`config.mk`:
```
export PLATFORM = sky130hd
export DESIGN_NAME = de0_nano_top
export DESIGN_NICKNAME = d
export VERILOG_FILES = /design/src/de0_nano_pkg.sv /design/src/key_debounce.sv /design/src/hps_board_ctrl.sv /design/src/gpio_regs.sv /design/src/de0_nano_top.sv
export VERILOG_INCLUDE_DIRS = /design/src
export SDC_FILE = /design/constraint.sdc
export NUM_CORES = 1
export LEC_CHECK = 0
export BUFFER_PORTS_ARGS = -buffer_cell sky130_fd_sc_hd__buf_2
export CORE_UTILIZATION = 39
export CTS_BUF_LIST = sky130_fd_sc_hd__clkbuf_4
export DETAILED_ROUTE_END_ITERATION = 16
export SYNTH_ARGS = -nofsm -noshare
export SYNTH_HDL_FRONTEND = slang
export SYNTH_SLANG_ARGS = --single-unit
export TNS_END_PERCENT = 20
```
`constraint.sdc`:
```
create_clock -name fpga_clk_50 -period 2.5 [get_ports fpga_clk_50]
set_input_delay 0.5 -clock fpga_clk_50 [delete_from_list [all_inputs] [get_ports fpga_clk_50]]
set_output_delay 0.5 -clock fpga_clk_50 [all_outputs]
set_load 0.005 [all_outputs]
```
`src/de0_nano_params.svh`:
```
// widths, register map and cycle counts for the de0 nano fabric logic, include in RTL and testbench
`ifndef DE0_NANO_PARAMS_SVH
`define DE0_NANO_PARAMS_SVH

// ============================================================
// widths
// ============================================================
`define BUS_WIDTH           32      // cpu strobe bus data
`define ADDR_WIDTH          3       // word address, eight registers
`define GPIO_WIDTH          32      // pins per header bank
`define KEY_COUNT           2       // push buttons
`define LED_COUNT           8       // board leds, bit 0 is heartbeat

// ============================================================
// timing in fpga_clk_50 cycles
// ============================================================
`define DEBOUNCE_CYCLES     16      // stable cycles before a key level is taken
`define RESET_PULSE_CYCLES  8       // width of any hps reset request
`define COLD_HOLD_CYCLES    64      // both keys held this long for cold request
`define HEARTBEAT_CYCLES    32      // half period of led[0]

// ============================================================
// register word addresses
// ============================================================
`define REG_BANK0_OUT       3'd0    // rw
`define REG_BANK0_OE        3'd1    // rw
`define REG_BANK0_IN        3'd2    // ro, synchronized pins
`define REG_BANK1_OUT       3'd3    // rw
`define REG_BANK1_OE        3'd4    // rw
`define REG_BANK1_IN        3'd5    // ro
`define REG_LED             3'd6    // rw, bits 6:0 to led[7:1]
`define REG_BUTTONS         3'd7    // keys 1:0, pending 9:8 w1c

`endif

```
`src/de0_nano_pkg.sv`:
```
// shared vector types and reset fsm states for the de0 nano fabric logic, use as de0_nano_pkg::name
`include "de0_nano_params.svh"

package de0_nano_pkg;

	// ============================================================
	// bus and pin vectors
	// ============================================================
	typedef logic [`BUS_WIDTH-1:0]  bus_data_t;   // one bus word
	typedef logic [`ADDR_WIDTH-1:0] bus_addr_t;   // register word address
	typedef logic [`GPIO_WIDTH-1:0] gpio_bank_t;  // one header bank
	typedef logic [`KEY_COUNT-1:0]  key_t;        // active low buttons
	typedef logic [`LED_COUNT-1:0]  led_t;        // board leds

	// reset request fsm
	// idle also counts the both-held time
	typedef enum logic [1:0] {
		idle         = 2'd0,   // waiting for a press
		pulse        = 2'd1,   // one request line high
		wait_release = 2'd2    // after cold, until both keys up
	} reset_state_t;

endpackage

```
`src/key_debounce.sv`:
```
// two-flop synchronizer and stability filter for the active low push buttons, used by the top level
`timescale 1ns/10ps
`include "de0_nano_params.svh"

module key_debounce #(
	parameter int CNT_MAX = `DEBOUNCE_CYCLES   // stable cycles needed
) (
	input  logic                fpga_clk_50,
	input  logic                arst_n,
	input  de0_nano_pkg::key_t  key,       // raw pins, async
	output de0_nano_pkg::key_t  keys_db    // accepted level
);

	localparam int CNT_W = $clog2(CNT_MAX + 1);
	localparam logic [CNT_W-1:0] CNT_LAST = CNT_W'(CNT_MAX - 1);

	de0_nano_pkg::key_t  sync1;                  // metastability stage
	de0_nano_pkg::key_t  sync2;                  // safe to use
	logic [CNT_W-1:0]    cnt [`KEY_COUNT];       // per key stability count

	always_ff @(posedge fpga_clk_50 or negedge arst_n) begin
		if (!arst_n) begin
			sync1   <= '1;     // released
			sync2   <= '1;
			keys_db <= '1;
			for (int i = 0; i < `KEY_COUNT; i++) begin
				cnt[i] <= '0;
			end
		end else begin
			sync1 <= key;
			sync2 <= sync1;
			for (int i = 0; i < `KEY_COUNT; i++) begin
				if (sync2[i] == keys_db[i]) begin
					cnt[i] <= '0;                  // no change pending, or bounced back
				end else if (cnt[i] == CNT_LAST) begin
					keys_db[i] <= sync2[i];        // held long enough
					cnt[i]     <= '0;
				end else begin
					cnt[i] <= cnt[i] + 1'b1;
				end
			end
		end
	end

endmodule

```
`src/hps_board_ctrl.sv`:
```
// turns debounced button presses into hps cold, warm and debug reset pulses and blinks the heartbeat
`timescale 1ns/10ps
`include "de0_nano_params.svh"

module hps_board_ctrl (
	input  logic                fpga_clk_50,
	input  logic                arst_n,
	input  de0_nano_pkg::key_t  keys_db,          // debounced, low = pressed
	output logic                hps_cold_reset,   // active high requests
	output logic                hps_warm_reset,
	output logic                hps_debug_reset,
	output logic                heartbeat         // led[0]
);

	localparam int PULSE_W = $clog2(`RESET_PULSE_CYCLES + 1);
	localparam int HOLD_W  = $clog2(`COLD_HOLD_CYCLES + 1);
	localparam int HB_W    = $clog2(`HEARTBEAT_CYCLES + 1);
	localparam logic [PULSE_W-1:0] PULSE_LAST = PULSE_W'(`RESET_PULSE_CYCLES - 1);
	localparam logic [HOLD_W-1:0]  HOLD_LAST  = HOLD_W'(`COLD_HOLD_CYCLES - 1);
	localparam logic [HB_W-1:0]    HB_LAST    = HB_W'(`HEARTBEAT_CYCLES - 1);

	de0_nano_pkg::reset_state_t  state;
	de0_nano_pkg::key_t          keys_q;      // last cycle, for edges
	logic                        press0;
	logic                        press1;
	logic                        both_held;
	logic [PULSE_W-1:0]          pulse_cnt;
	logic [HOLD_W-1:0]           hold_cnt;
	logic [HB_W-1:0]             hb_cnt;

	assign press0    = keys_q[0] & ~keys_db[0];   // falling edge = press
	assign press1    = keys_q[1] & ~keys_db[1];
	assign both_held = ~keys_db[0] & ~keys_db[1];

	// ============================================================
	// reset request fsm
	// ============================================================
	always_ff @(posedge fpga_clk_50 or negedge arst_n) begin
		if (!arst_n) begin
			state           <= de0_nano_pkg::idle;
			keys_q          <= '1;
			pulse_cnt       <= '0;
			hold_cnt        <= '0;
			hps_cold_reset  <= 1'b0;
			hps_warm_reset  <= 1'b0;
			hps_debug_reset <= 1'b0;
		end else begin
			keys_q <= keys_db;
			case (state)
				de0_nano_pkg::idle: begin
					pulse_cnt <= '0;
					if (both_held) begin
						if (hold_cnt == HOLD_LAST) begin
							hold_cnt       <= '0;
							hps_cold_reset <= 1'b1;   // held the full time
							state          <= de0_nano_pkg::pulse;
						end else begin
							hold_cnt <= hold_cnt + 1'b1;
						end
					end else begin
						hold_cnt <= '0;
						if (press0 && keys_db[1]) begin          // key 0 alone
							hps_warm_reset <= 1'b1;
							state          <= de0_nano_pkg::pulse;
						end else if (press1 && keys_db[0]) begin // key 1 alone
							hps_debug_reset <= 1'b1;
							state           <= de0_nano_pkg::pulse;
						end
					end
				end
				de0_nano_pkg::pulse: begin
					if (pulse_cnt == PULSE_LAST) begin
						pulse_cnt       <= '0;
						hps_cold_reset  <= 1'b0;
						hps_warm_reset  <= 1'b0;
						hps_debug_reset <= 1'b0;
						// cold must see both keys up before anything else
						state <= hps_cold_reset ? de0_nano_pkg::wait_release : de0_nano_pkg::idle;
					end else begin
						pulse_cnt <= pulse_cnt + 1'b1;
					end
				end
				de0_nano_pkg::wait_release: begin
					if (keys_db == '1) begin
						state <= de0_nano_pkg::idle;
					end
				end
				default: state <= de0_nano_pkg::idle;
			endcase
		end
	end

	// ============================================================
	// heartbeat
	// ============================================================
	always_ff @(posedge fpga_clk_50 or negedge arst_n) begin
		if (!arst_n) begin
			hb_cnt    <= '0;
			heartbeat <= 1'b0;
		end else if (hb_cnt == HB_LAST) begin
			hb_cnt    <= '0;
			heartbeat <= ~heartbeat;   // half period done
		end else begin
			hb_cnt <= hb_cnt + 1'b1;
		end
	end

endmodule

```
`src/gpio_regs.sv`:
```
// register block on the cpu strobe bus for two gpio banks, the leds and the button change interrupt
`timescale 1ns/10ps
`include "de0_nano_params.svh"

module gpio_regs (
	input  logic                      fpga_clk_50,
	input  logic                      arst_n,

	// cpu strobe bus, no wait states
	input  logic                      cpu_chip_sel,
	input  logic                      cpu_read,
	input  logic                      cpu_write,
	input  de0_nano_pkg::bus_addr_t   cpu_addr,
	input  de0_nano_pkg::bus_data_t   cpu_wdata,
	output de0_nano_pkg::bus_data_t   cpu_rdata,   // valid one cycle after read

	input  de0_nano_pkg::key_t        keys_db,
	output logic                      irq,         // any pending change
	output logic [`LED_COUNT-2:0]     led_reg,     // to led[7:1]

	input  de0_nano_pkg::gpio_bank_t  gpio0_in,
	output de0_nano_pkg::gpio_bank_t  gpio0_out,
	output de0_nano_pkg::gpio_bank_t  gpio0_oe,
	input  de0_nano_pkg::gpio_bank_t  gpio1_in,
	output de0_nano_pkg::gpio_bank_t  gpio1_out,
	output de0_nano_pkg::gpio_bank_t  gpio1_oe
);

	localparam int PEND_LSB = 8;   // pending flags sit at 9:8 in REG_BUTTONS

	logic                      wr_en;
	logic                      rd_en;
	de0_nano_pkg::gpio_bank_t  gpio0_s1;    // first sync stage
	de0_nano_pkg::gpio_bank_t  gpio0_s2;
	de0_nano_pkg::gpio_bank_t  gpio1_s1;
	de0_nano_pkg::gpio_bank_t  gpio1_s2;
	de0_nano_pkg::key_t        keys_q;      // for change detect
	de0_nano_pkg::key_t        key_chg;
	de0_nano_pkg::key_t        pend_clr;
	de0_nano_pkg::key_t        pending;
	de0_nano_pkg::bus_data_t   rd_mux;

	assign wr_en = cpu_chip_sel & cpu_write;
	assign rd_en = cpu_chip_sel & cpu_read;

	// ============================================================
	// writable registers
	// ============================================================
	always_ff @(posedge fpga_clk_50 or negedge arst_n) begin
		if (!arst_n) begin
			gpio0_out <= '0;
			gpio0_oe  <= '0;     // all pins input after reset
			gpio1_out <= '0;
			gpio1_oe  <= '0;
			led_reg   <= '0;
		end else if (wr_en) begin
			case (cpu_addr)
				`REG_BANK0_OUT: gpio0_out <= cpu_wdata;
				`REG_BANK0_OE:  gpio0_oe  <= cpu_wdata;
				`REG_BANK1_OUT: gpio1_out <= cpu_wdata;
				`REG_BANK1_OE:  gpio1_oe  <= cpu_wdata;
				`REG_LED:       led_reg   <= cpu_wdata[`LED_COUNT-2:0];
				default: ;      // ro addresses, buttons handled below
			endcase
		end
	end

	// input pins, two flops per bank
	always_ff @(posedge fpga_clk_50 or negedge arst_n) begin
		if (!arst_n) begin
			gpio0_s1 <= '0;
			gpio0_s2 <= '0;
			gpio1_s1 <= '0;
			gpio1_s2 <= '0;
		end else begin
			gpio0_s1 <= gpio0_in;
			gpio0_s2 <= gpio0_s1;
			gpio1_s1 <= gpio1_in;
			gpio1_s2 <= gpio1_s1;
		end
	end

	// ============================================================
	// button change flags and interrupt
	// ============================================================
	assign key_chg  = keys_q ^ keys_db;   // either direction
	assign pend_clr = (wr_en && cpu_addr == `REG_BUTTONS) ?
		cpu_wdata[PEND_LSB +: `KEY_COUNT] : '0;

	always_ff @(posedge fpga_clk_50 or negedge arst_n) begin
		if (!arst_n) begin
			keys_q  <= '1;       // matches debouncer reset level
			pending <= '0;
		end else begin
			keys_q  <= keys_db;
			pending <= (pending & ~pend_clr) | key_chg;   // new change beats clear
		end
	end

	assign irq = |pending;

	// ============================================================
	// read path
	// ============================================================
	always_comb begin
		rd_mux = '0;
		case (cpu_addr)
			`REG_BANK0_OUT: rd_mux = gpio0_out;
			`REG_BANK0_OE:  rd_mux = gpio0_oe;
			`REG_BANK0_IN:  rd_mux = gpio0_s2;
			`REG_BANK1_OUT: rd_mux = gpio1_out;
			`REG_BANK1_OE:  rd_mux = gpio1_oe;
			`REG_BANK1_IN:  rd_mux = gpio1_s2;
			`REG_LED:       rd_mux[`LED_COUNT-2:0] = led_reg;
			`REG_BUTTONS: begin
				rd_mux[`KEY_COUNT-1:0]           = keys_db;
				rd_mux[PEND_LSB +: `KEY_COUNT]   = pending;
			end
			default: rd_mux = '0;
		endcase
	end

	// holds until the next read
	always_ff @(posedge fpga_clk_50 or negedge arst_n) begin
		if (!arst_n) begin
			cpu_rdata <= '0;
		end else if (rd_en) begin
			cpu_rdata <= rd_mux;
		end
	end

endmodule

```
`src/de0_nano_top.sv`:
```
// fabric top level of the de0 nano board, connects buttons, hps reset requests and gpio registers
`timescale 1ns/10ps
`include "de0_nano_params.svh"

module de0_nano_top (
	input  logic                      fpga_clk_50,   // board 50 MHz
	input  logic                      arst_n,
	input  de0_nano_pkg::key_t        key,           // push buttons, low when pressed

	// cpu strobe bus
	input  logic                      cpu_chip_sel,
	input  logic                      cpu_read,
	input  logic                      cpu_write,
	input  de0_nano_pkg::bus_addr_t   cpu_addr,
	input  de0_nano_pkg::bus_data_t   cpu_wdata,
	output de0_nano_pkg::bus_data_t   cpu_rdata,
	output logic                      irq,           // button change

	output de0_nano_pkg::led_t        led,
	output logic                      hps_cold_reset,
	output logic                      hps_warm_reset,
	output logic                      hps_debug_reset,

	// header banks, split tristate
	input  de0_nano_pkg::gpio_bank_t  gpio0_in,
	output de0_nano_pkg::gpio_bank_t  gpio0_out,
	output de0_nano_pkg::gpio_bank_t  gpio0_oe,
	input  de0_nano_pkg::gpio_bank_t  gpio1_in,
	output de0_nano_pkg::gpio_bank_t  gpio1_out,
	output de0_nano_pkg::gpio_bank_t  gpio1_oe
);

	de0_nano_pkg::key_t        keys_db;     // debounced, still active low
	logic                      heartbeat;
	logic [`LED_COUNT-2:0]     led_reg;     // cpu owned leds

	// heartbeat on led 0, register on the rest
	assign led = {led_reg, heartbeat};

	// ============================================================
	// buttons
	// ============================================================
	key_debounce i_key_debounce (
		.fpga_clk_50 (fpga_clk_50),
		.arst_n      (arst_n),
		.key         (key),
		.keys_db     (keys_db)
	);

	hps_board_ctrl i_hps_board_ctrl (
		.fpga_clk_50     (fpga_clk_50),
		.arst_n          (arst_n),
		.keys_db         (keys_db),
		.hps_cold_reset  (hps_cold_reset),
		.hps_warm_reset  (hps_warm_reset),
		.hps_debug_reset (hps_debug_reset),
		.heartbeat       (heartbeat)
	);

	// ============================================================
	// register block
	// ============================================================
	gpio_regs i_gpio_regs (
		.fpga_clk_50  (fpga_clk_50),
		.arst_n       (arst_n),
		.cpu_chip_sel (cpu_chip_sel),
		.cpu_read     (cpu_read),
		.cpu_write    (cpu_write),
		.cpu_addr     (cpu_addr),
		.cpu_wdata    (cpu_wdata),
		.cpu_rdata    (cpu_rdata),
		.keys_db      (keys_db),
		.irq          (irq),
		.led_reg      (led_reg),
		.gpio0_in     (gpio0_in),
		.gpio0_out    (gpio0_out),
		.gpio0_oe     (gpio0_oe),
		.gpio1_in     (gpio1_in),
		.gpio1_out    (gpio1_out),
		.gpio1_oe     (gpio1_oe)
	);

endmodule

```
==> results of run 1 <==
[cells in the final DEF, fill, tap and decap left out, types with 11 or more instances in the layout]
master | synthesis | routed
sky130_fd_sc_hd__dfrtp_1 | 330 | 330
sky130_fd_sc_hd__buf_2 | 11 | 274
sky130_fd_sc_hd__mux2_2 | 150 | 150
sky130_fd_sc_hd__clkbuf_4 | 0 | 132
sky130_fd_sc_hd__dlygate4sd3_1 | 0 | 86
sky130_fd_sc_hd__nand2_1 | 55 | 54
sky130_fd_sc_hd__nor2_1 | 44 | 44
sky130_fd_sc_hd__o21ai_0 | 41 | 41
sky130_fd_sc_hd__buf_4 | 16 | 28
sky130_fd_sc_hd__mux2i_1 | 22 | 22
sky130_fd_sc_hd__a21oi_1 | 19 | 19
sky130_fd_sc_hd__nand3_1 | 18 | 18
sky130_fd_sc_hd__a221o_1 | 17 | 17
sky130_fd_sc_hd__clkinv_1 | 0 | 16
sky130_fd_sc_hd__a22oi_1 | 13 | 13
sky130_fd_sc_hd__a221oi_1 | 11 | 11
[worst min-delay path by stage]
stage	slack, ps	from	end
2_1_floorplan	200	arst_n	i_gpio_regs.cpu_rdata[0]
3_3_place_gp	330	i_gpio_regs.gpio1_s1[21]	i_gpio_regs.gpio1_s2[21]
3_5_place_dp	330	i_gpio_regs.gpio0_s1[10]	i_gpio_regs.gpio0_s2[10]
4_1_cts	0.1	cpu_wdata[18]	i_gpio_regs.gpio1_out[18]
5_1_grt	2	cpu_wdata[18]	i_gpio_regs.gpio0_out[18]
6_report	60	cpu_wdata[7]	i_gpio_regs.gpio0_out[7]
[cell usage after synthesis (5+ instances only)]
library cell | count | area [µm²]
sky130_fd_sc_hd__a22oi_1 | 13 | 97.59
sky130_fd_sc_hd__dfrtp_1 | 330 | 8258
sky130_fd_sc_hd__mux2_2 | 150 | 1689
sky130_fd_sc_hd__xor2_1 | 9 | 78.83
sky130_fd_sc_hd__clkbuf_1 | 13 | 48.80
sky130_fd_sc_hd__mux2_1 | 5 | 56.30
sky130_fd_sc_hd__buf_2 | 11 | 55.05
sky130_fd_sc_hd__a32oi_1 | 5 | 43.79
sky130_fd_sc_hd__buf_6 | 10 | 112.6
sky130_fd_sc_hd__dfstp_2 | 8 | 210.2
sky130_fd_sc_hd__mux4_2 | 10 | 225.2
sky130_fd_sc_hd__a21oi_1 | 19 | 95.09
sky130_fd_sc_hd__nor2_1 | 44 | 165.2
sky130_fd_sc_hd__nand3_1 | 18 | 90.09
sky130_fd_sc_hd__nand2_1 | 55 | 206.5
sky130_fd_sc_hd__and2_1 | 5 | 31.28
sky130_fd_sc_hd__o21ai_0 | 41 | 205.2
sky130_fd_sc_hd__a221oi_1 | 11 | 96.34
sky130_fd_sc_hd__a32o_1 | 5 | 50.05
sky130_fd_sc_hd__inv_1 | 10 | 37.54
sky130_fd_sc_hd__o2bb2ai_1 | 7 | 61.31
sky130_fd_sc_hd__buf_4 | 16 | 120.1
sky130_fd_sc_hd__a221o_1 | 17 | 170.2
sky130_fd_sc_hd__mux2i_1 | 22 | 220.2
sky130_fd_sc_hd__o221ai_1 | 5 | 43.79
sky130_fd_sc_hd__ha_1 | 7 | 87.58
[cell families after synthesis]
| family | after synthesis | share of synthesized area [%] |
|---|---|---|
| mux | 190 | 17.04 |
| fa+ha+maj | 7 | 0.6674 |
| xor+xnor | 10 | 0.6675 |
| flops | 338 | 64.53 |
| simple gates | 159 | 5.845 |
| compound gates | 153 | 8.372 |
| buf+inv | 61 | 2.880 |
[metal layers]
metal  track usage [%]  vias up
met5                 0        -
met4             8.595        2
met3             6.823       71
met2             36.25      343
met1             28.47     4734
li1                  -     4279
[cell type report]
class	count	share of cell area (%)
flip-flops and latches	338	49.34
multi-input cells	519	25.03
repair buffers	399	15.49
clock buffers	132	5.774
well taps	442	3.223
clock inverters	25	0.8603
inverters	11	0.2406
diodes	3	0.04374
[where the power goes]
part | switching, mW | internal, mW
combinational | 1.14 | 1.35
sequential | 0.622 | 6.26
clock | 2.25 | 2.53
==> impl_summary.txt, run 1 <==
----------------------------------------------------
[Run status]
  Run status ... complete, no violations

[Global routing]
  Wire length of the first global-routing pass ... 57460 µm
  Number of global-route vias before repair ... 9940
  Largest net degree at the start of global routing ... 71
  Number of antenna violations at the first check in global routing ... 4
  Overall global routing resource usage ... 22.53%
  Grt ovf ... 0

[Drt]
  Routed wire length ... 37560 µm
  Mean routed wirelength per cell ... ~20 µm
  Post-detailed-route count of antenna-violating nets ... 0
  Routed vias/inst ... 5.045
  Met2 Routed Length ... 18000 µm
  Violation count after the first detailed-routing iteration ... 448
  Vias ... 9429
  Met3 wirelength from detailed routing ... 2814 µm
  Uppermost layer routed ... met5
  Detailed-route wire length on metal 1 ... 15820 µm
  DRC violations left ... 0
  DRT Pass-1 Iters ... 5

[Final layout]
  Net count reported at finish ... approximately 1500
  Cell Count, Final, Fillers Out ... 1869
  Fraction of the core area covered by cells at the end of the flow ... 52.35%
  Count of fill cells added during filler insertion ... ~2900
  Final design area excluding fillers ... 17160 µm²
  Fraction of final layout cells sized beyond drive strength 1 ... 44.73%
  Area used by multi-input combinational logic ... 4295 µm²
  Sequential cell area ... about 8500 µm²
  Signed area change from the synthesized netlist to the final layout ... 30.78%

[Logic synthesis]
  Sequential area share after synthesis ... 64.53%
  Synth warn ... 0
  Post-synthesis cell area ... between 10000 and 15000 µm²
  Syn Nets ... 1031
  EDFF count, synth ... 0
  Cells after synthesis ... 918
  Share of synthesized registers carrying an async set or reset ... 100.0%
  Unique masters post-synth ... 61
  Dominant register cell in the synthesized netlist ... sky130_fd_sc_hd__dfrtp_1
  Count of state elements after synthesis ... 338
  Synthesized area per cell ... 14.29 µm²

[Clock tree]
  Post_cts resized ... 0
  Clock latency of the later-clocked register in the worst-skew pair ... approximately 740 ps
  Clock Sink Count ... 338
  Maximum root-to-sink buffer count ... 3
  Clock H-tree levels ... 3
  Clock edge transition at the registers on the reported setup and hold paths ... ~60 ps
  CTS tree ... yes
  Number of post-CTS setup repair buffers ... 0
  Hold-fix buffers at CTS ... between 80 and 90
  Inserted Clock Buffers ... 89
  Root Buffer Master ... sky130_fd_sc_hd__clkbuf_4

[STA]
  Total of endpoints with negative setup slack in the final report ... 0
  Share of the cycle needed by the critical path after routing ... 83.30%
  Worst slew margin relative to its limit ... 56.94%
  Hold Violations, Final ... 0
  Transition at the pin with the smallest max-transition slack ... between 600 and 700 ps
  Final setup skew ... 46.10 ps
  Setup TNS Final ... 0 ps
  Hold Slack ... 62.22 ps
  Highest clock frequency the design can meet ... slightly below 0.5 GHz
  Pins over their slew limit ... 0
  Shortest clock period the worst path allows after layout ... 2083 ps
  Final Worst Setup Slack ... 417.5 ps
  Unrepaired setup endpoints after global routing ... false

[Critical path]
  Crit. Startpoint ... i_gpio_regs.pending[0]
  Critical R2R Capture ... i_hps_board_ctrl.hold_cnt[3]
  CP endpoint ... irq
  Cell chain of the critical path ... or2_2 > buf_2
  Worst EP arrival ... 1580 ps
  Critical Path Stages ... 2
  Worst-case reg-to-reg path depth ... 5
  Worst stage delay on the critical path ... roughly 400 ps
  WS Path Type ... register to primary output
  RR Startpoint ... i_hps_board_ctrl.hold_cnt[0]
  Flop2flop setup slack ... 850 ps
  Worst setup SP type ... register
  Combined buffer and inverter count along the critical path ... 1
  WP data required ... 2000 ps
  Endpoint kind of the worst setup timing path ... primary output
  Cell at the slowest stage of the critical path ... sky130_fd_sc_hd__dfrtp_1
  Top fanout value on the critical path ... 3
  CP top delay family ... flip-flops

[Die]
  Horizontal die dimension ... 185.4 µm
  Count of boundary I/O pins ... 278
  Effective utilization at floorplan ... 40.03%
  Die height ... between 150 and 200 µm
  Total die area ... 34380 µm²
  Cell row count ... between 60 and 70
  Core region area ... 32780 µm²

[Place]
  Placed wire-length estimate ... 24730 µm
  Cell count after placement ... between 1500 and 2000
  IO buf count ... 277
  Pre-CTS setup slack ... 309.6 ps
  Last weighted congestion value of the routability-driven placer ... roughly 0.8
  Placed inst area ... 15150 µm²

[Worst hold path]
  Kind of path behind the tightest hold check ... primary input to register
  Min-Delay Path Depth ... 2

[Power]
  Maximum ir drop on the vdd rail ... 0.0005085 V
  Leakage component of the power ... 8.091 nW
  Total power divided by cell area ... approximately 820 nW/µm²
  Total power ... 14.16 mW

[Run]
  Max-Cap Viols ... 0

----------------------------------------------------
Power figures use the tool's default switching activity.
==> run 2, diff against run 1 <==
==> constraint.sdc (replaced) <==
create_clock -name fpga_clk_50 -period 2 [get_ports fpga_clk_50]
set_input_delay 0.4 -clock fpga_clk_50 [delete_from_list [all_inputs] [get_ports fpga_clk_50]]
set_output_delay 0.4 -clock fpga_clk_50 [all_outputs]
set_load 0.005 [all_outputs]
==> impl_summary.txt, run 2 (synthesized netlist as in run 1, its figures left out) <==
----------------------------------------------------
[Run status]
  Run status ... complete, no violations

[Final layout]
  Count of fill cells added during filler insertion ... 2848
  Cell Count, Final, Fillers Out ... 1903
  Net count reported at finish ... 1505
  Final design area excluding fillers ... 17620 µm²
  Most frequent standard cell in the layout excluding fill and tap cells ... sky130_fd_sc_hd__dfrtp_1
  Signed area change from the synthesized netlist to the final layout ... 34.30%
  Fraction of final layout cells sized beyond drive strength 1 ... 45.24%
  Commonest cells after routing, fill and taps aside ... sky130_fd_sc_hd__dfrtp_1, sky130_fd_sc_hd__buf_2, sky130_fd_sc_hd__mux2_2

[Critical path]
  Worst EP arrival ... 1490 ps
  Top fanout value on the critical path ... 2
  Critical R2R Capture ... i_hps_board_ctrl.heartbeat
  Worst-case reg-to-reg path depth ... 4
  Endpoint kind of the worst setup timing path ... primary output
  Flop2flop setup slack ... between 500 and 600 ps
  Worst setup SP type ... register
  Crit. Startpoint ... i_gpio_regs.pending[1]
  WS Path Type ... register to primary output
  WP data required ... 1600 ps
  RR Startpoint ... i_hps_board_ctrl.hb_cnt[0]

[Global routing]
  Number of antenna violations at the first check in global routing ... 4
  Number of global-route vias before repair ... 10030
  Grt ovf ... 0
  Overall global routing resource usage ... 22.62%
  Wire length of the first global-routing pass ... 57410 µm
  Largest net degree at the start of global routing ... 74

[Power]
  Total power ... ~18 mW
  Maximum ir drop on the vdd rail ... 0.0005976 V
  Total power divided by cell area ... 1029 nW/µm²
  Leakage component of the power ... 8.324 nW

[STA]
  Shortest clock period the worst path allows after layout ... 1887 ps
  Hold Slack ... 155.9 ps
  Final setup skew ... about 48 ps
  Setup TNS Final ... 0 ps
  Highest clock frequency the design can meet ... 0.5299 GHz
  Hold Violations, Final ... 0
  Transition at the pin with the smallest max-transition slack ... ~620 ps
  Worst slew margin relative to its limit ... 58.79%
  Pins over their slew limit ... 0
  Total of endpoints with negative setup slack in the final report ... 0
  Share of the cycle needed by the critical path after routing ... 94.35%
  Unrepaired setup endpoints after global routing ... true

[Drt]
  Post-detailed-route count of antenna-violating nets ... 0
  Vias ... between 9000 and 10000
  DRC violations left ... 0
  DRT Pass-1 Iters ... 5
  Mean routed wirelength per cell ... ~20 µm
  Routed vias/inst ... about 5.0
  Violation count after the first detailed-routing iteration ... 470
  Routed wire length ... between 30000 and 40000 µm

[Die]
  Cell row count ... 66
  Effective utilization at floorplan ... 40.03%
  Core region area ... 32780 µm²
  Horizontal die dimension ... about 190 µm
  Count of boundary I/O pins ... between 200 and 300
  Total die area ... between 30000 and 40000 µm²
  Die height ... 185.4 µm

[Clock tree]
  Root Buffer Master ... sky130_fd_sc_hd__clkbuf_4
  Clock H-tree levels ... 3
  Clock edge transition at the registers on the reported setup and hold paths ... 70 ps
  Clock Sink Count ... around 340
  CTS tree ... yes
  Clock latency of the later-clocked register in the worst-skew pair ... about 750 ps
  Maximum root-to-sink buffer count ... 3
  Inserted Clock Buffers ... 91

[Place]
  Placed inst area ... 15390 µm²
  Last weighted congestion value of the routability-driven placer ... 0.8055
  IO buf count ... 277
  Placed wire-length estimate ... ~25000 µm
  Cell count after placement ... between 1500 and 2000

[Worst hold path]
  Kind of path behind the tightest hold check ... primary input to async pin

[Run]
  Max-Cap Viols ... 0

----------------------------------------------------
run 2: cell count changes in the layout (fill, tap and decap cells not counted), moves of 2 or more:
cell	previous run	this run
sky130_fd_sc_hd__dlygate4sd3_1	86	99
sky130_fd_sc_hd__clkbuf_4	132	137
sky130_fd_sc_hd__buf_12	10	19
sky130_fd_sc_hd__inv_6	2	0
sky130_fd_sc_hd__bufinv_16	1	3
sky130_fd_sc_hd__clkinvlp_4	4	1
sky130_fd_sc_hd__clkinv_4	0	2
sky130_fd_sc_hd__buf_4	28	38
run 2: worst max-delay path by stage:
stage | endpoint | slack (ps) | depth (start not counted)
2_1_floorplan | i_gpio_regs.gpio0_out[10] | 330 | 5
5_1_grt | irq | -10 | 2
6_report | irq | 110 | 2
3_3_place_gp | i_gpio_regs.gpio1_out[23] | 120 | 6
4_1_cts | irq | 7 | 2
3_5_place_dp | i_gpio_regs.gpio1_out[22] | 100 | 6
run 2: worst max-delay path: stages, from the launching register on:
cell	delay (ps)
sky130_fd_sc_hd__dfrtp_1	380
sky130_fd_sc_hd__or2_4	240
sky130_fd_sc_hd__buf_6	110
run 2: repair_timing:
item                                    4_1_cts  5_1_grt
hold endpoints to repair                    533        0
gates resized for setup                       1        1
pin swaps                                     0        0
buffers inserted                              2        1
endpoints found under the setup margin        1        1
hold buffers                                 99        0
run 2: through the flow:
stage | utilization, % | setup WS, ps
6_report | 53.76 | 113.0
5_1_grt | 53.75 | -10.55
4_1_cts | 53.70 | 6.531
3_5_place_dp | 46.94 | 101.7
3_3_place_gp | 46.94 | 118.6
2_1_floorplan | - | 333.7
run 2: power breakdown:
group / internal (mW) / leakage, nW / switching (mW) / total, mW
clock: 3.50 / 0.713 / 2.82 / 6.32
combinational: 1.77 / 3.53 / 1.46 / 3.23
sequential: 7.83 / 4.08 / 0.754 / 8.58
total: 13.1 / 8.32 / 5.04 / 18.1
run 2: per-layer routing:
layer  global-route usage (%)  part of all wire, %
met2                    36.60                   48
met1                    27.90                   41
met5                        0                0.083
met4                    7.835                  2.2
met3                    8.061                  8.3
run 2: final cells by class:
class	instances	area, µm²	share of cell area [%]
Sequential cell	338	8468	48.05
Clock buffer	137	1028	5.836
Antenna cell	2	5.005	0.02840
Timing Repair Buffer	431	3049	17.30
Multi-Input combinational cell	519	4298	24.39
Inverter	11	41.29	0.2343
Tap cell	442	553.0	3.138
Clock inverter	23	180.2	1.022
==> run 3, diff against run 2 <==
--- a/config.mk
+++ b/config.mk
@@ -6,6 +6,7 @@
 export SDC_FILE = /design/constraint.sdc
 export NUM_CORES = 1
 export LEC_CHECK = 0
+export ABC_AREA = 1
 export BUFFER_PORTS_ARGS = -buffer_cell sky130_fd_sc_hd__buf_2
 export CORE_UTILIZATION = 39
 export CTS_BUF_LIST = sky130_fd_sc_hd__clkbuf_4
==> impl_summary.txt, run 3 <==
----------------------------------------------------
[Logic synthesis]
  Sequential area share after synthesis ... between 60% and 70%
  Fraction of post-synthesis cell area in the top cell type by area ... 62.29%
  Synth warn ... 0
  Most instantiated library cell after synthesis ... sky130_fd_sc_hd__nand2_1
  Simple-gate area share of the yosys netlist ... a little over a fifth
  Dominant combinational cell family by area after synthesis ... simple AND/OR/NAND/NOR gates
  EDFF count, synth ... 0
  Synth Area in Adders ... 0.6607%
  Synthesized area per cell ... 9.571 µm²
  Most instantiated cells after synthesis ... sky130_fd_sc_hd__nand2_1, sky130_fd_sc_hd__dfrtp_1, sky130_fd_sc_hd__o21ai_0, sky130_fd_sc_hd__inv_1, sky130_fd_sc_hd__nand3_1
  Post-synthesis cell area ... 13260 µm²
  Count of state elements after synthesis ... 338
  Synth Area in Compound Gates ... just over 7%
  Synth top area cells ... sky130_fd_sc_hd__dfrtp_1, sky130_fd_sc_hd__nand2_1, sky130_fd_sc_hd__o21ai_0
  Unique masters post-synth ... 39
  Share of synthesized registers carrying an async set or reset ... 100.0%
  Cells after synthesis ... 1385
  Multiplexer area fraction after synthesis ... 0%
  Syn Nets ... 1498
  Dominant register cell in the synthesized netlist ... sky130_fd_sc_hd__dfrtp_1
  Synthesized-area fraction occupied by xor and xnor cells ... 0.7268%
  Cell accounting for the most synthesized area ... sky130_fd_sc_hd__dfrtp_1

[Die]
  Horizontal die dimension ... around 190 µm
  Die height ... about 190 µm
  Core region area ... 33450 µm²
  Total die area ... about 35000 µm²
  Count of boundary I/O pins ... 278
  Effective utilization at floorplan ... 39.63%
  Cell row count ... 67

[STA]
  Pins over their slew limit ... 0
  Hold Violations, Final ... 0
  Worst slew margin relative to its limit ... 68.31%
  Shortest clock period the worst path allows after layout ... 1867 ps
  Final setup skew ... 44.70 ps
  Unrepaired setup endpoints after global routing ... false
  Transition at the pin with the smallest max-transition slack ... ~480 ps
  Highest clock frequency the design can meet ... 0.5356 GHz
  Setup TNS Final ... 0 ps
  Share of the cycle needed by the critical path after routing ... 93.35%
  Total of endpoints with negative setup slack in the final report ... 0

[Run status]
  Run status ... complete, no violations

[Global routing]
  Largest net degree at the start of global routing ... 72
  Overall global routing resource usage ... between 20% and 30%
  Number of antenna violations at the first check in global routing ... 4
  Wire length of the first global-routing pass ... around 64000 µm
  Number of global-route vias before repair ... 11420
  Grt ovf ... 0

[Drt]
  Mean routed wirelength per cell ... 17.46 µm
  DRT Pass-1 Iters ... 7
  Post-detailed-route count of antenna-violating nets ... 0
  Routed wire length ... 40620 µm
  DRC violations left ... 0
  Vias ... 11180
  Violation count after the first detailed-routing iteration ... 680
  Routed vias/inst ... 4.808

[Power]
  Leakage component of the power ... 9.193 nW
  Maximum ir drop on the vdd rail ... 0.0005463 V
  Total power divided by cell area ... ~1000 nW/µm²

[Critical path]
  Flop2flop setup slack ... 600 ps
  Worst-case reg-to-reg path depth ... 6
  Worst EP arrival ... 1470 ps
  Endpoint kind of the worst setup timing path ... primary output
  Critical R2R Capture ... i_hps_board_ctrl.hps_debug_reset
  WP data required ... 1600 ps
  Top fanout value on the critical path ... 2
  Worst setup SP type ... register
  RR Startpoint ... i_key_debounce.keys_db[0]
  WS Path Type ... register to primary output

[Final layout]
  Most frequent standard cell in the layout excluding fill and tap cells ... sky130_fd_sc_hd__nand2_1
  Net count reported at finish ... 1929
  Fraction of final layout cells sized beyond drive strength 1 ... 25.81%
  Signed area change from the synthesized netlist to the final layout ... 31.53%
  Cell Count, Final, Fillers Out ... 2326
  Commonest cells after routing, fill and taps aside ... sky130_fd_sc_hd__nand2_1, sky130_fd_sc_hd__dfrtp_1, sky130_fd_sc_hd__buf_2

[Worst hold path]
  Source of the worst hold timing path ... cpu_wdata[1]
  Min-Delay Path Depth ... 3
  Hold path endpoint ... i_gpio_regs.led_reg[1]
  Kind of path behind the tightest hold check ... primary input to register

[Clock tree]
  Clock edge transition at the registers on the reported setup and hold paths ... 70 ps
  Root Buffer Master ... sky130_fd_sc_hd__clkbuf_4
  Clock H-tree levels ... 3
  Maximum root-to-sink buffer count ... 3
  CTS tree ... yes
  Clock Sink Count ... 338
  Inserted Clock Buffers ... 91
  Clock latency of the later-clocked register in the worst-skew pair ... 760 ps

[Place]
  IO buf count ... approximately 280
  Last weighted congestion value of the routability-driven placer ... around 0.82
  Cell count after placement ... 2071
  Placed wire-length estimate ... 26770 µm

[Run]
  Max-Cap Viols ... 0

----------------------------------------------------
==> run 3: how the worst max path moves through the flow <==
stage	startpoint	end	slack, ps	cells past startpoint
after floorplan	cpu_addr[1]	i_gpio_regs.pending[0]	600	6
after global placement	cpu_addr[0]	i_gpio_regs.cpu_rdata[31]	310	9
after detailed placement	cpu_addr[1]	i_gpio_regs.cpu_rdata[15]	270	10
after CTS	i_gpio_regs.pending[0]	irq	40	2
after global routing	i_gpio_regs.pending[0]	irq	40	2
final	i_gpio_regs.pending[0]	irq	130	2
==> run 3: worst max-delay path, stage by stage (launching register included) <==
cell                      delay [ps]
sky130_fd_sc_hd__dfrtp_1         380
sky130_fd_sc_hd__or2_4           240
sky130_fd_sc_hd__buf_2           120
==> run 3: layer usage <==
layer,up-vias,wire length [µm],part of all wire (%),GRT usage (%)
met5,-,17,0.042,0
met4,2,863,2.1,9.313
met3,52,2736,6.7,6.714
met2,379,19510,48,38.29
met1,5347,17490,43,30.90
li1,5404,-,-,-
==> run 3: area by class of cell <==
cell class	instances	area, µm²
Clock inverter	17	116.4
Clock buffer	135	1013
Multi-Input combinational cell	863	4006
Antenna cell	3	7.507
Fill cell	3106	16010
Tap cell	448	560.5
Sequential cell	338	8468
Timing Repair Buffer	413	2853
Inverter	109	411.6
==> run 3: cell families after synthesis <==
group	count (synthesis)
AO/OA/AOI/OAI	185
flip-flops	338
buffers and inverters	184
XOR/XNOR	11
adder cells (fa/ha/maj)	7
AND/OR/NAND/NOR	660
==> run 3: report_power, final <==
part | internal [mW] | total (mW) | switching [mW]
clock network | 3.20 | 6.01 | 2.81
registers | 7.78 | 8.58 | 0.805
logic | 1.32 | 2.95 | 1.63
total | 12.3 | 17.5 | 5.24
==> run 3: repair_timing <==
action                                 4_1_cts  5_1_grt
resized for setup                            0        1
hold buffers                                98        0
pin swaps                                    0        0
setup endpoints to repair                    1        1
buffers inserted                             2        0
endpoints found under the hold margin      506        0
==> run 3: per-stage QoR <==
| step | power (mW) | worst slack (ps) | hold slack (ps) | instance area [µm²] | util [%] |
|---|---|---|---|---|---|
| 2_1_floorplan | 9.801 | 600.7 | 104.4 | 13260 | - |
| 3_3_place_gp | 11.42 | 306.1 | 332.0 | 15300 | 45.75 |
| 3_5_place_dp | 11.49 | 265.0 | 334.7 | 15300 | 45.75 |
| 4_1_cts | 17.78 | 36.66 | 6.199 | 17430 | 52.10 |
| 5_1_grt | 18.63 | 39.67 | 26.52 | 17440 | 52.13 |
| 6_report | 17.54 | 133.0 | 85.81 | 17440 | 52.13 |
